### config.mk
export PLATFORM = sky130hd
export DESIGN_NAME = sfu_top
export DESIGN_NICKNAME = d
export VERILOG_FILES = /design/src/hw/sfu_pkg.sv /design/src/hw/sfu_activation.sv /design/src/hw/sfu_ctrl.sv /design/src/hw/sfu_read_seq.sv /design/src/hw/sfu_splice_acc.sv /design/src/hw/sfu_top.sv
export SDC_FILE = /design/constraint.sdc
export NUM_CORES = 1
export LEC_CHECK = 0
export BUFFER_PORTS_ARGS = -buffer_cell sky130_fd_sc_hd__buf_2
export CORE_ASPECT_RATIO = 2
export CORE_MARGIN = 4
export CORE_UTILIZATION = 55
export CTS_BUF_LIST = sky130_fd_sc_hd__clkbuf_2
export DETAILED_ROUTE_END_ITERATION = 10
export GPL_ROUTABILITY_DRIVEN = 0
export PLACE_DENSITY = 0.78
export SETUP_SLACK_MARGIN = 0.5
export SYNTH_ARGS = -nofsm -noshare
export SYNTH_HDL_FRONTEND = slang
export SYNTH_SLANG_ARGS = --single-unit
### constraint.sdc
create_clock -name clk -period 4.12 [get_ports clk]
set_clock_uncertainty 0.15 [all_clocks]
set_input_delay 0.824 -clock clk [delete_from_list [all_inputs] [get_ports clk]]
set_output_delay 0.824 -clock clk [all_outputs]
set_load 0.1 [all_outputs]
### src/hw/sfu_pkg.sv
package sfu_pkg;

    // default sizes, overridden from sfu_top
    localparam int LANES_DEF       = 8;
    localparam int MACROS_DEF      = 4;
    localparam int TIME_FRAMES_DEF = 8;

    // one partial sum as stored in shared memory
    localparam int PSUM_W = 8;
    // one spliced column
    localparam int ACC_W  = 16;

    // host command, held as a level
    typedef enum logic [2:0] {
        CMD_CLEAN      = 3'd0,
        CMD_ACT_HIDDEN = 3'd1,
        CMD_ACT_OUTPUT = 3'd3,
        CMD_LOAD       = 3'd4,
        CMD_IDLE       = 3'd5
    } sfu_cmd_e;

    typedef logic signed [ACC_W-1:0] acc_t;

    // which macros and which window of time frames are spliced
    typedef struct packed {
        logic [MACROS_DEF-1:0]               macro_mask;
        logic [$clog2(TIME_FRAMES_DEF)-1:0]  time_first;
        logic [$clog2(TIME_FRAMES_DEF)-1:0]  time_last;
    } splice_cfg_t;

    // step for hidden layers, relu for the output layer
    typedef enum logic {
        ACT_STEP = 1'b0,
        ACT_RELU = 1'b1
    } act_kind_e;

endpackage

### src/hw/sfu_activation.sv
module sfu_activation #(
    parameter int LANES = sfu_pkg::LANES_DEF
) (
    input  logic                       clk,
    input  logic                       RSTn,
    input  logic                       clear_i,
    input  logic                       act_en_i,
    input  sfu_pkg::act_kind_e         act_kind_i,
    input  sfu_pkg::acc_t [LANES-1:0]  acc_i,
    output sfu_pkg::acc_t [LANES-1:0]  result_o
);

    sfu_pkg::acc_t [LANES-1:0] act_val;
    sfu_pkg::acc_t [LANES-1:0] result_q;

    always_comb begin
        for (int l = 0; l < LANES; l++) begin
            if (act_kind_i == sfu_pkg::ACT_RELU) begin
                // negative columns are cut to zero
                act_val[l] = acc_i[l][sfu_pkg::ACC_W-1] ? '0 : acc_i[l];
            end else begin
                // step fires only on a strictly positive sum
                act_val[l] = (acc_i[l] > 0) ? sfu_pkg::acc_t'(1) : '0;
            end
        end
    end

    // result is held until the next clean or activation
    always_ff @(posedge clk) begin
        if (RSTn || clear_i) begin
            result_q <= '0;
        end else if (act_en_i) begin
            result_q <= act_val;
        end
    end

    assign result_o = result_q;

endmodule

### src/hw/sfu_ctrl.sv
module sfu_ctrl (
    input  logic                 clk,
    input  logic                 RSTn,
    input  sfu_pkg::sfu_cmd_e    cmd_i,
    input  logic                 last_word_i,
    output logic                 clear_o,
    output logic                 start_o,
    output logic                 act_en_o,
    output sfu_pkg::act_kind_e   act_kind_o,
    output logic                 done_o
);

    typedef enum logic [1:0] {
        PH_EMPTY    = 2'd0,
        PH_LOADING  = 2'd1,
        PH_LOADED   = 2'd2,
        PH_FINISHED = 2'd3
    } phase_e;

    phase_e phase_q;
    logic   start_q;
    logic   done_q;
    logic   is_act;

    // clean acts for as long as the host holds it
    assign clear_o = (cmd_i == sfu_pkg::CMD_CLEAN);

    assign is_act = (cmd_i == sfu_pkg::CMD_ACT_HIDDEN) ||
                    (cmd_i == sfu_pkg::CMD_ACT_OUTPUT);

    // only a loaded image may be activated, and only once
    assign act_en_o   = is_act && (phase_q == PH_LOADED);
    assign act_kind_o = (cmd_i == sfu_pkg::CMD_ACT_OUTPUT) ? sfu_pkg::ACT_RELU
                                                           : sfu_pkg::ACT_STEP;

    assign start_o = start_q;
    assign done_o  = done_q;

    always_ff @(posedge clk) begin
        if (RSTn) begin
            phase_q <= PH_EMPTY;
            start_q <= 1'b0;
            done_q  <= 1'b0;
        end else begin
            start_q <= 1'b0;
            if (clear_o) begin
                phase_q <= PH_EMPTY;
                done_q  <= 1'b0;
            end else begin
                case (phase_q)
                    PH_EMPTY: begin
                        if (cmd_i == sfu_pkg::CMD_LOAD) begin
                            phase_q <= PH_LOADING;
                            start_q <= 1'b1;
                        end
                    end
                    PH_LOADING: begin
                        // last word is summed on this same edge
                        if (last_word_i) begin
                            phase_q <= PH_LOADED;
                            done_q  <= 1'b1;
                        end
                    end
                    PH_LOADED: begin
                        if (act_en_o) begin
                            phase_q <= PH_FINISHED;
                            done_q  <= 1'b1;
                        end
                    end
                    default: begin
                        phase_q <= phase_q;
                    end
                endcase
                if (cmd_i == sfu_pkg::CMD_IDLE) begin
                    done_q <= 1'b0;
                end
            end
        end
    end

endmodule

### src/hw/sfu_read_seq.sv
module sfu_read_seq #(
    parameter int  MACROS      = sfu_pkg::MACROS_DEF,
    parameter int  TIME_FRAMES = sfu_pkg::TIME_FRAMES_DEF,
    localparam int WORDS       = MACROS * TIME_FRAMES,
    localparam int ADDR_W      = (WORDS > 1) ? $clog2(WORDS) : 1,
    localparam int MACRO_W     = (MACROS > 1) ? $clog2(MACROS) : 1,
    localparam int TIME_W      = (TIME_FRAMES > 1) ? $clog2(TIME_FRAMES) : 1
) (
    input  logic               clk,
    input  logic               RSTn,
    input  logic               start_i,
    output logic               rd_en_o,
    output logic [ADDR_W-1:0]  rd_addr_o,
    output logic               word_valid_o,
    output logic [MACRO_W-1:0] word_macro_o,
    output logic [TIME_W-1:0]  word_time_o,
    output logic               last_word_o
);

    localparam logic [ADDR_W-1:0]  LAST_ADDR  = ADDR_W'(WORDS - 1);
    localparam logic [MACRO_W-1:0] LAST_MACRO = MACRO_W'(MACROS - 1);

    logic               rd_en_q;
    logic [ADDR_W-1:0]  addr_q;
    logic [MACRO_W-1:0] macro_q;
    logic [TIME_W-1:0]  time_q;
    logic               valid_q;
    logic               last_q;
    logic [MACRO_W-1:0] tag_macro_q;
    logic [TIME_W-1:0]  tag_time_q;

    // word counter, k = time * MACROS + macro
    always_ff @(posedge clk) begin
        if (RSTn) begin
            rd_en_q <= 1'b0;
            addr_q  <= '0;
            macro_q <= '0;
            time_q  <= '0;
        end else if (start_i) begin
            rd_en_q <= 1'b1;
            addr_q  <= '0;
            macro_q <= '0;
            time_q  <= '0;
        end else if (rd_en_q) begin
            if (addr_q == LAST_ADDR) begin
                rd_en_q <= 1'b0;
                addr_q  <= '0;
                macro_q <= '0;
                time_q  <= '0;
            end else begin
                addr_q <= addr_q + 1'b1;
                if (macro_q == LAST_MACRO) begin
                    macro_q <= '0;
                    time_q  <= time_q + 1'b1;
                end else begin
                    macro_q <= macro_q + 1'b1;
                end
            end
        end
    end

    // memory answers one cycle late, so tags follow by one cycle
    always_ff @(posedge clk) begin
        if (RSTn) begin
            valid_q <= 1'b0;
            last_q  <= 1'b0;
        end else begin
            valid_q <= rd_en_q;
            last_q  <= rd_en_q && (addr_q == LAST_ADDR);
        end
    end

    always_ff @(posedge clk) begin
        tag_macro_q <= macro_q;
        tag_time_q  <= time_q;
    end

    assign rd_en_o      = rd_en_q;
    assign rd_addr_o    = addr_q;
    assign word_valid_o = valid_q;
    assign word_macro_o = tag_macro_q;
    assign word_time_o  = tag_time_q;
    assign last_word_o  = last_q;

endmodule

### src/hw/sfu_splice_acc.sv
module sfu_splice_acc #(
    parameter int  LANES   = sfu_pkg::LANES_DEF,
    parameter int  MACROS  = sfu_pkg::MACROS_DEF,
    localparam int MACRO_W = (MACROS > 1) ? $clog2(MACROS) : 1,
    localparam int TIME_W  = $clog2(sfu_pkg::TIME_FRAMES_DEF)
) (
    input  logic                              clk,
    input  logic                              RSTn,
    input  logic                              clear_i,
    input  sfu_pkg::splice_cfg_t              splice_cfg_i,
    input  logic                              word_valid_i,
    input  logic [MACRO_W-1:0]                word_macro_i,
    input  logic [TIME_W-1:0]                 word_time_i,
    input  logic [LANES*sfu_pkg::PSUM_W-1:0]  rd_data_i,
    output sfu_pkg::acc_t [LANES-1:0]         acc_o
);

    localparam int EXT_W = sfu_pkg::ACC_W - sfu_pkg::PSUM_W;

    sfu_pkg::acc_t [LANES-1:0] acc_q;
    sfu_pkg::acc_t [LANES-1:0] lane_ext;
    logic                      in_window;
    logic                      take;

    // sign-extend every lane of the returning word
    always_comb begin
        for (int l = 0; l < LANES; l++) begin
            lane_ext[l] = {{EXT_W{rd_data_i[l*sfu_pkg::PSUM_W + sfu_pkg::PSUM_W - 1]}},
                           rd_data_i[l*sfu_pkg::PSUM_W +: sfu_pkg::PSUM_W]};
        end
    end

    assign in_window = (word_time_i >= splice_cfg_i.time_first) &&
                       (word_time_i <= splice_cfg_i.time_last);

    // word counts only if its macro is enabled and its frame is in range
    assign take = word_valid_i && splice_cfg_i.macro_mask[word_macro_i] && in_window;

    always_ff @(posedge clk) begin
        if (RSTn || clear_i) begin
            acc_q <= '0;
        end else if (take) begin
            for (int l = 0; l < LANES; l++) begin
                // wraps modulo 2^16
                acc_q[l] <= acc_q[l] + lane_ext[l];
            end
        end
    end

    assign acc_o = acc_q;

endmodule

### src/hw/sfu_top.sv
module sfu_top #(
    parameter int  LANES       = sfu_pkg::LANES_DEF,
    parameter int  MACROS      = sfu_pkg::MACROS_DEF,
    parameter int  TIME_FRAMES = sfu_pkg::TIME_FRAMES_DEF,
    localparam int ADDR_W      = (MACROS * TIME_FRAMES > 1) ? $clog2(MACROS * TIME_FRAMES) : 1
) (
    input  logic                              clk,
    input  logic                              RSTn,
    input  sfu_pkg::sfu_cmd_e                 cmd_i,
    input  sfu_pkg::splice_cfg_t              splice_cfg_i,
    input  logic [LANES*sfu_pkg::PSUM_W-1:0]  rd_data_i,
    output logic                              rd_en_o,
    output logic [ADDR_W-1:0]                 rd_addr_o,
    output sfu_pkg::acc_t [LANES-1:0]         result_o,
    output logic                              done_o
);

    localparam int MACRO_W = (MACROS > 1) ? $clog2(MACROS) : 1;
    localparam int TIME_W  = (TIME_FRAMES > 1) ? $clog2(TIME_FRAMES) : 1;

    logic                      clear;
    logic                      start;
    logic                      act_en;
    sfu_pkg::act_kind_e        act_kind;
    logic                      word_valid;
    logic [MACRO_W-1:0]        word_macro;
    logic [TIME_W-1:0]         word_time;
    logic                      last_word;
    sfu_pkg::acc_t [LANES-1:0] acc_vec;

    // command decode and phase tracking
    sfu_ctrl u_ctrl (
        .clk         (clk),
        .RSTn        (RSTn),
        .cmd_i       (cmd_i),
        .last_word_i (last_word),
        .clear_o     (clear),
        .start_o     (start),
        .act_en_o    (act_en),
        .act_kind_o  (act_kind),
        .done_o      (done_o)
    );

    // shared memory reads in index order
    sfu_read_seq #(
        .MACROS      (MACROS),
        .TIME_FRAMES (TIME_FRAMES)
    ) u_read_seq (
        .clk          (clk),
        .RSTn         (RSTn),
        .start_i      (start),
        .rd_en_o      (rd_en_o),
        .rd_addr_o    (rd_addr_o),
        .word_valid_o (word_valid),
        .word_macro_o (word_macro),
        .word_time_o  (word_time),
        .last_word_o  (last_word)
    );

    // splicing of the selected partial sums
    sfu_splice_acc #(
        .LANES  (LANES),
        .MACROS (MACROS)
    ) u_splice_acc (
        .clk          (clk),
        .RSTn         (RSTn),
        .clear_i      (clear),
        .splice_cfg_i (splice_cfg_i),
        .word_valid_i (word_valid),
        .word_macro_i (word_macro),
        .word_time_i  (word_time),
        .rd_data_i    (rd_data_i),
        .acc_o        (acc_vec)
    );

    sfu_activation #(
        .LANES (LANES)
    ) u_activation (
        .clk        (clk),
        .RSTn       (RSTn),
        .clear_i    (clear),
        .act_en_i   (act_en),
        .act_kind_i (act_kind),
        .acc_i      (acc_vec),
        .result_o   (result_o)
    );

endmodule

==> out/metrics.cfg, run 1 <==
[floorplan]
rows=85
ios=214
start_util_pct=55.59
dieWidth_microns=124.4
die-area_sq_um=29940
fp.coreArea_sq_um=26800
die_h_microns=240.8

[clocking]
cts_buffers=60
cts.repair.resized=0
cts_max_level=2
root_buffer=clkbuf_2
cts_tree=yes
clk_pin_slew_ns=0.12
clock_sinks=270
ctsLongestPathBuffers=3
postCtsSetupRepairBufs=0
insertion_delay_ns=0.96

[synthesis]
synth_top_area_cell=dfxtp_1
synth_edf_count=0
synth_area_sq_um=14900
yosysTopAreaCellShare_pct=36.28
synth_ff_type=dfxtp_1
ys_async_sr_fraction_pct=0
synth.avg_cell_area_sq_um=8.374
synth.top_cells.by_area=dfxtp_1 36%, ha_1 11%, a21oi_1 6.4%
ys_warn_count=0
ys_top_cells_by_count=270 x dfxtp_1, 212 x nand2_1, 208 x nor2_1
ys_seq_area_share_pct=36.28
yosysMostFrequentCell=dfxtp_1
yosysUniqueCellTypes=69
synth_seq_cells=270
synth_cells=1779

[worst_setup_path]
slowest_delay_ns=0.50
crit_arrival_ns=3.74
cpMaxStageDelayCell=o31ai_1
critical_path_class=register to register
critPathCaptureType=register
rrSetupSlack_ns=1.01
crit_required_ns=4.75
crit_top_cell=o31ai_1
cp_max_fo=3
startpoint_type=register
path_cells=ha_1 -> fa_1 -> a21o_1 -> a21oi_1 -> nor2b_1 -> o31ai_1 -> nor2_1 -> o31ai_1 -> mux2i_1 -> nand3_1

[routing]
drc=0
first_pass_iters=5
vias=14170
drtIter0Drc=746
wl_met1_microns=14860
top_layer=met5
drt-total-wl_microns=41720
viasPerCell=5.985
routed-wl-met3_microns=2162
drtAntennaViolNets=0
dr_wl_met2_microns=22240
wl_per_cell_microns=17.62

[grt]
grt_max_degree=65
grt_pass1_wl_microns=68060
antenna_found_initial=5
grt_overflow=0
grt_pass1_vias=14290
grtUsageTotal_pct=27.06

[final_layout]
nets=2197
areaGrowthSynthToFinish_pct=12.21
drive_above_1_share_pct=16.46

[worst_hold_path]
hp-class=input pin to register

[pwr]
p_sw_share_pct=29.45
switching_power_uw=1389
p_int_uw=3327
total_power_uw=4717
seqPwrFrac_pct=55.7
comb_power_share_pct=9.8
irDropWorstVdd_uv=244.0
clkPwrFrac_pct=34.5
power_density_nw_per_um2=282.1
p_leak_uw=0.007623

[sta]
holdWs_ns=0.09968
rsz0062_at_grt=false
setup_tns_ns=0
worst_pin_slew_ns=1.061
achievable-frequency_mhz=321.8
fin_crit_ns=3.107
post-route-period-util_pct=75.42
finalSetupViolCount=0
relSlewSlack_pct=28.97
finalHoldViolations=0
drv_slew=0

[job]
drv_cap=0

[run_status]
status=finished, final reports clean

[placement]
dpl.hpwl_microns=30110
portBuffers=205

## flip-flops by register name (all words and copies together) (netlist names)
register and count:
u_read_seq.rd_addr_o 5, u_read_seq.time_q 3, u_splice_acc.acc_o 128, u_read_seq.last_word_o 1, u_read_seq.word_valid_o 1, u_read_seq.word_macro_o 2, u_read_seq.rd_en_o 1, u_read_seq.word_time_o 3
u_ctrl.start_o 1, u_ctrl.done_o 1, u_read_seq.macro_q 2, u_ctrl.phase_q 2, u_activation.result_o 120
## final timing paths
| path | end | cells after the start | from |
|---|---|---|---|
| max | u_splice_acc.acc_o[14] | 10 | u_splice_acc.acc_o[0] |
| min | u_ctrl.start_o | 3 | cmd_i[2] |
| max reg2reg | u_splice_acc.acc_o[14] | 10 | u_splice_acc.acc_o[0] |
| min reg2reg | u_read_seq.word_time_o[2] | 0 | u_read_seq.time_q[2] |
## layer usage
| metal | GRT usage (%) | up-vias |
|---|---|---|
| met1 | 26.56 | 6678 |
| li1 | - | 6849 |
| met2 | 51.89 | 460 |
| met4 | 16.13 | 2 |
| met5 | 0 | - |
| met3 | 5.449 | 178 |
## logic make-up (layout without fill, tap and decap cells)
logic type                 Yosys count  in the layout  share of synthesized area, %
xor gates and xnor gates            97             97                         5.702
muxes                                8              8                        0.6215
and+or+nand+nor                    579            579                         17.14
adders and majority gates          142            142                         12.33
AOI/OAI and AO/OA                  556            556                         24.43
other                                1             10                       0.02517
buffers and inverters              126            357                         3.469
DFF                                270            270                         36.28
## power by group through the flow
stage	logic, uW	clock network, uW	registers, uW
finish	462	1630	2630
global route	508	1810	2630
CTS	460	1680	2630
detailed placement	457	0	2690
global placement	447	0	2690
floorplan	305	0	2710
## cell usage in the layout, fill, tap and decap left out, types with 36 or more instances in the layout
master	Yosys	layout
dfxtp_1	270	270
nand2_1	212	211
nor2_1	208	207
buf_2	11	205
a21oi_1	191	191
ha_1	134	134
a22oi_1	114	114
clkbuf_2	0	85
a21o_1	65	65
xnor2_1	61	61
o21ai_0	54	54
xor2_1	36	36
## final cells by class
cell class	instances	area (sq um)
clock buffer	85	425.4
clock inverter	18	72.57
sequential	270	5405
antenna	2	5.005
timing repair buffer	221	1224
fill	2425	10080
multi-input combinational	1390	9026
inverter	33	123.9
tap	348	435.4
## what timing repair did
item                                   4_1_cts  5_1_grt
hold buffers                                 1        0
endpoints found under the hold margin        3        0
setup endpoints to repair                    0        0
## critical path: cells and delay by family, from the launching register on
family	cells	cell delay, ns
mux	1	0.23
simple gates	3	0.27
compound gates	4	1.27
flops	1	0.38
fa+ha+maj	2	0.64
## stage by stage
stage,utilization (%),area (sq um),instances,setup slack [ns]
3_3_place_gp,60.46,16200,2261,0.6552
2_1_floorplan,-,14920,1786,1.026
4_1_cts,62.36,16710,2365,1.045
5_1_grt,62.38,16720,2367,0.8332
3_5_place_dp,60.46,16200,2261,0.5668
6_report,62.38,16720,2367,1.013
Power figures use the tool's default switching activity.
==> run 2: changes to the inputs <==
clock period = 3 ns   (was 4.12 ns; I/O delays follow)
==> out/metrics.cfg, run 2 (synthesis results as in run 1) <==
[run_status]
status=finished, final reports clean

[routing]
drc=0
drt-total-wl_microns=45430
wl_per_cell_microns=18.25
drtIter0Drc=975
first_pass_iters=5
vias=14910
drtAntennaViolNets=0
viasPerCell=5.992

[sta]
fin_crit_ns=2.683
worst_slack_ns=0.3166
rsz0062_at_grt=true
holdWs_ns=0.06508
drv_slew=0
finalHoldViolations=0
worst_pin_slew_ns=0.7196
finalSetupViolCount=0
setup_tns_ns=0
relSlewSlack_pct=51.85
post-route-period-util_pct=89.45
achievable-frequency_mhz=372.7

[placement]
detailedPlace.worstSlack_ns=-0.02780
portBuffers=205
dpl.hpwl_microns=30620

[final_layout]
largest_reg_flops=128
fin_util_pct=70.85
multi_input_area_sq_um=9712
final_common_cell=dfxtp_1
seqCellArea_sq_um=5443
drive_above_1_share_pct=24.79
nets=2314
areaGrowthSynthToFinish_pct=27.46
layout_common_cells=250 x dfxtp_1, 211 x nand2_1, 207 x nor2_1
nFillCells=2045

[worst_setup_path]
critPathCaptureType=register
r2r_end=u_splice_acc.acc_o[127]
reg2reg_from=u_read_seq.word_time_o[1]
cp_max_fo=2
crit_required_ns=3.66
startpoint_type=register
rrSetupSlack_ns=0.32
reg2reg_depth=9
startpoint=u_read_seq.word_time_o[1]
critical_path_class=register to register
crit_arrival_ns=3.34

[worst_hold_path]
worst_hold_path.endpoint=u_splice_acc.acc_o[21]
hp-class=input pin to register
min-delay-start=rd_data_i[13]
holdPathStages=5

[grt]
antenna_found_initial=2
grtUsageTotal_pct=28.13
grt_max_degree=67
grt_pass1_wl_microns=70190
grt_overflow=0
grt_pass1_vias=14850

[pwr]
total_power_uw=6767
power_density_nw_per_um2=356.4
p_leak_uw=0.008309
irDropWorstVdd_uv=265.3

[floorplan]
fp.coreArea_sq_um=26800
rows=85
dieWidth_microns=124.4
start_util_pct=55.59
ios=214
die_h_microns=240.8
die-area_sq_um=29940

[clocking]
cts_buffers=66
clk_pin_slew_ns=0.10
insertion_delay_ns=0.94
root_buffer=clkbuf_2
clock_sinks=270
ctsLongestPathBuffers=3
cts_max_level=3
cts_tree=yes

[job]
drv_cap=0

==> run 2: cell count changes in the layout (fill, tap and decap cells not counted), sizes merged <==
cell | previous run | this run
dlygate4sd3 | 1 | 43
diode | 2 | 3
buf | 220 | 268
clkbuf | 85 | 116
==> run 2: how the worst max path moves through the flow <==
stage | end | cells after the start
final | u_splice_acc.acc_o[127] | 9
after global routing | u_splice_acc.acc_o[127] | 9
after CTS | rd_en_o | 2
after detailed placement | u_splice_acc.acc_o[127] | 11
after global placement | u_splice_acc.acc_o[127] | 11
after floorplan | u_splice_acc.acc_o[47] | 9
==> run 2: final cells by class <==
cell class,count,area share [%]
clock inverter,18,0.3887
tap,348,2.293
antenna,3,0.03953
sequential,270,28.66
clock buffer,95,2.504
inverter,33,0.6918
multi-input combinational,1390,51.14
timing repair buffer,332,14.28
==> run 2: per-layer routing <==
| metal | wire length (microns) | vias to the layer above | global-route usage [%] |
|---|---|---|---|
| met4 | 2582 | 0 | 17.33 |
| met5 | 0 | - | 0 |
| met1 | 16100 | 7116 | 26.95 |
| li1 | - | 7085 | - |
| met2 | 24400 | 524 | 53.94 |
| met3 | 2343 | 189 | 6.334 |
==> run 2: stage by stage <==
stage / area (sq um) / instances
floorplan: 15400 / 1786
global placement: 16910 / 2291
detailed placement: 16910 / 2291
CTS: 18290 / 2454
global route: 18980 / 2487
finish: 18990 / 2489
==> run 2: worst max-delay path, cell delays in order, from the launching register on <==
cell and delay [ns]:
dfxtp_4 0.37, ha_4 0.24, nor2b_1 0.14, o21ai_1 0.22, a32oi_2 0.12, or3_4 0.45
or4_4 0.43, mux2i_2 0.19, o21ai_1 0.07, nor3b_2 0.15
==> run 2: repair_timing <==
item                                   CTS  global route
endpoints found under the hold margin   59             0
pin swaps                               22            50
setup buffers                            7            27
cloned                                   0             5
hold buffers                            43             0
resized for setup                      132            96
setup endpoints to repair              143           136
==> run 2: power by group <==
| group | internal [uW] | switching (uW) |
|---|---|---|
| clock network | 845 | 1570 |
| registers | 3590 | 13.0 |
| logic | 285 | 467 |
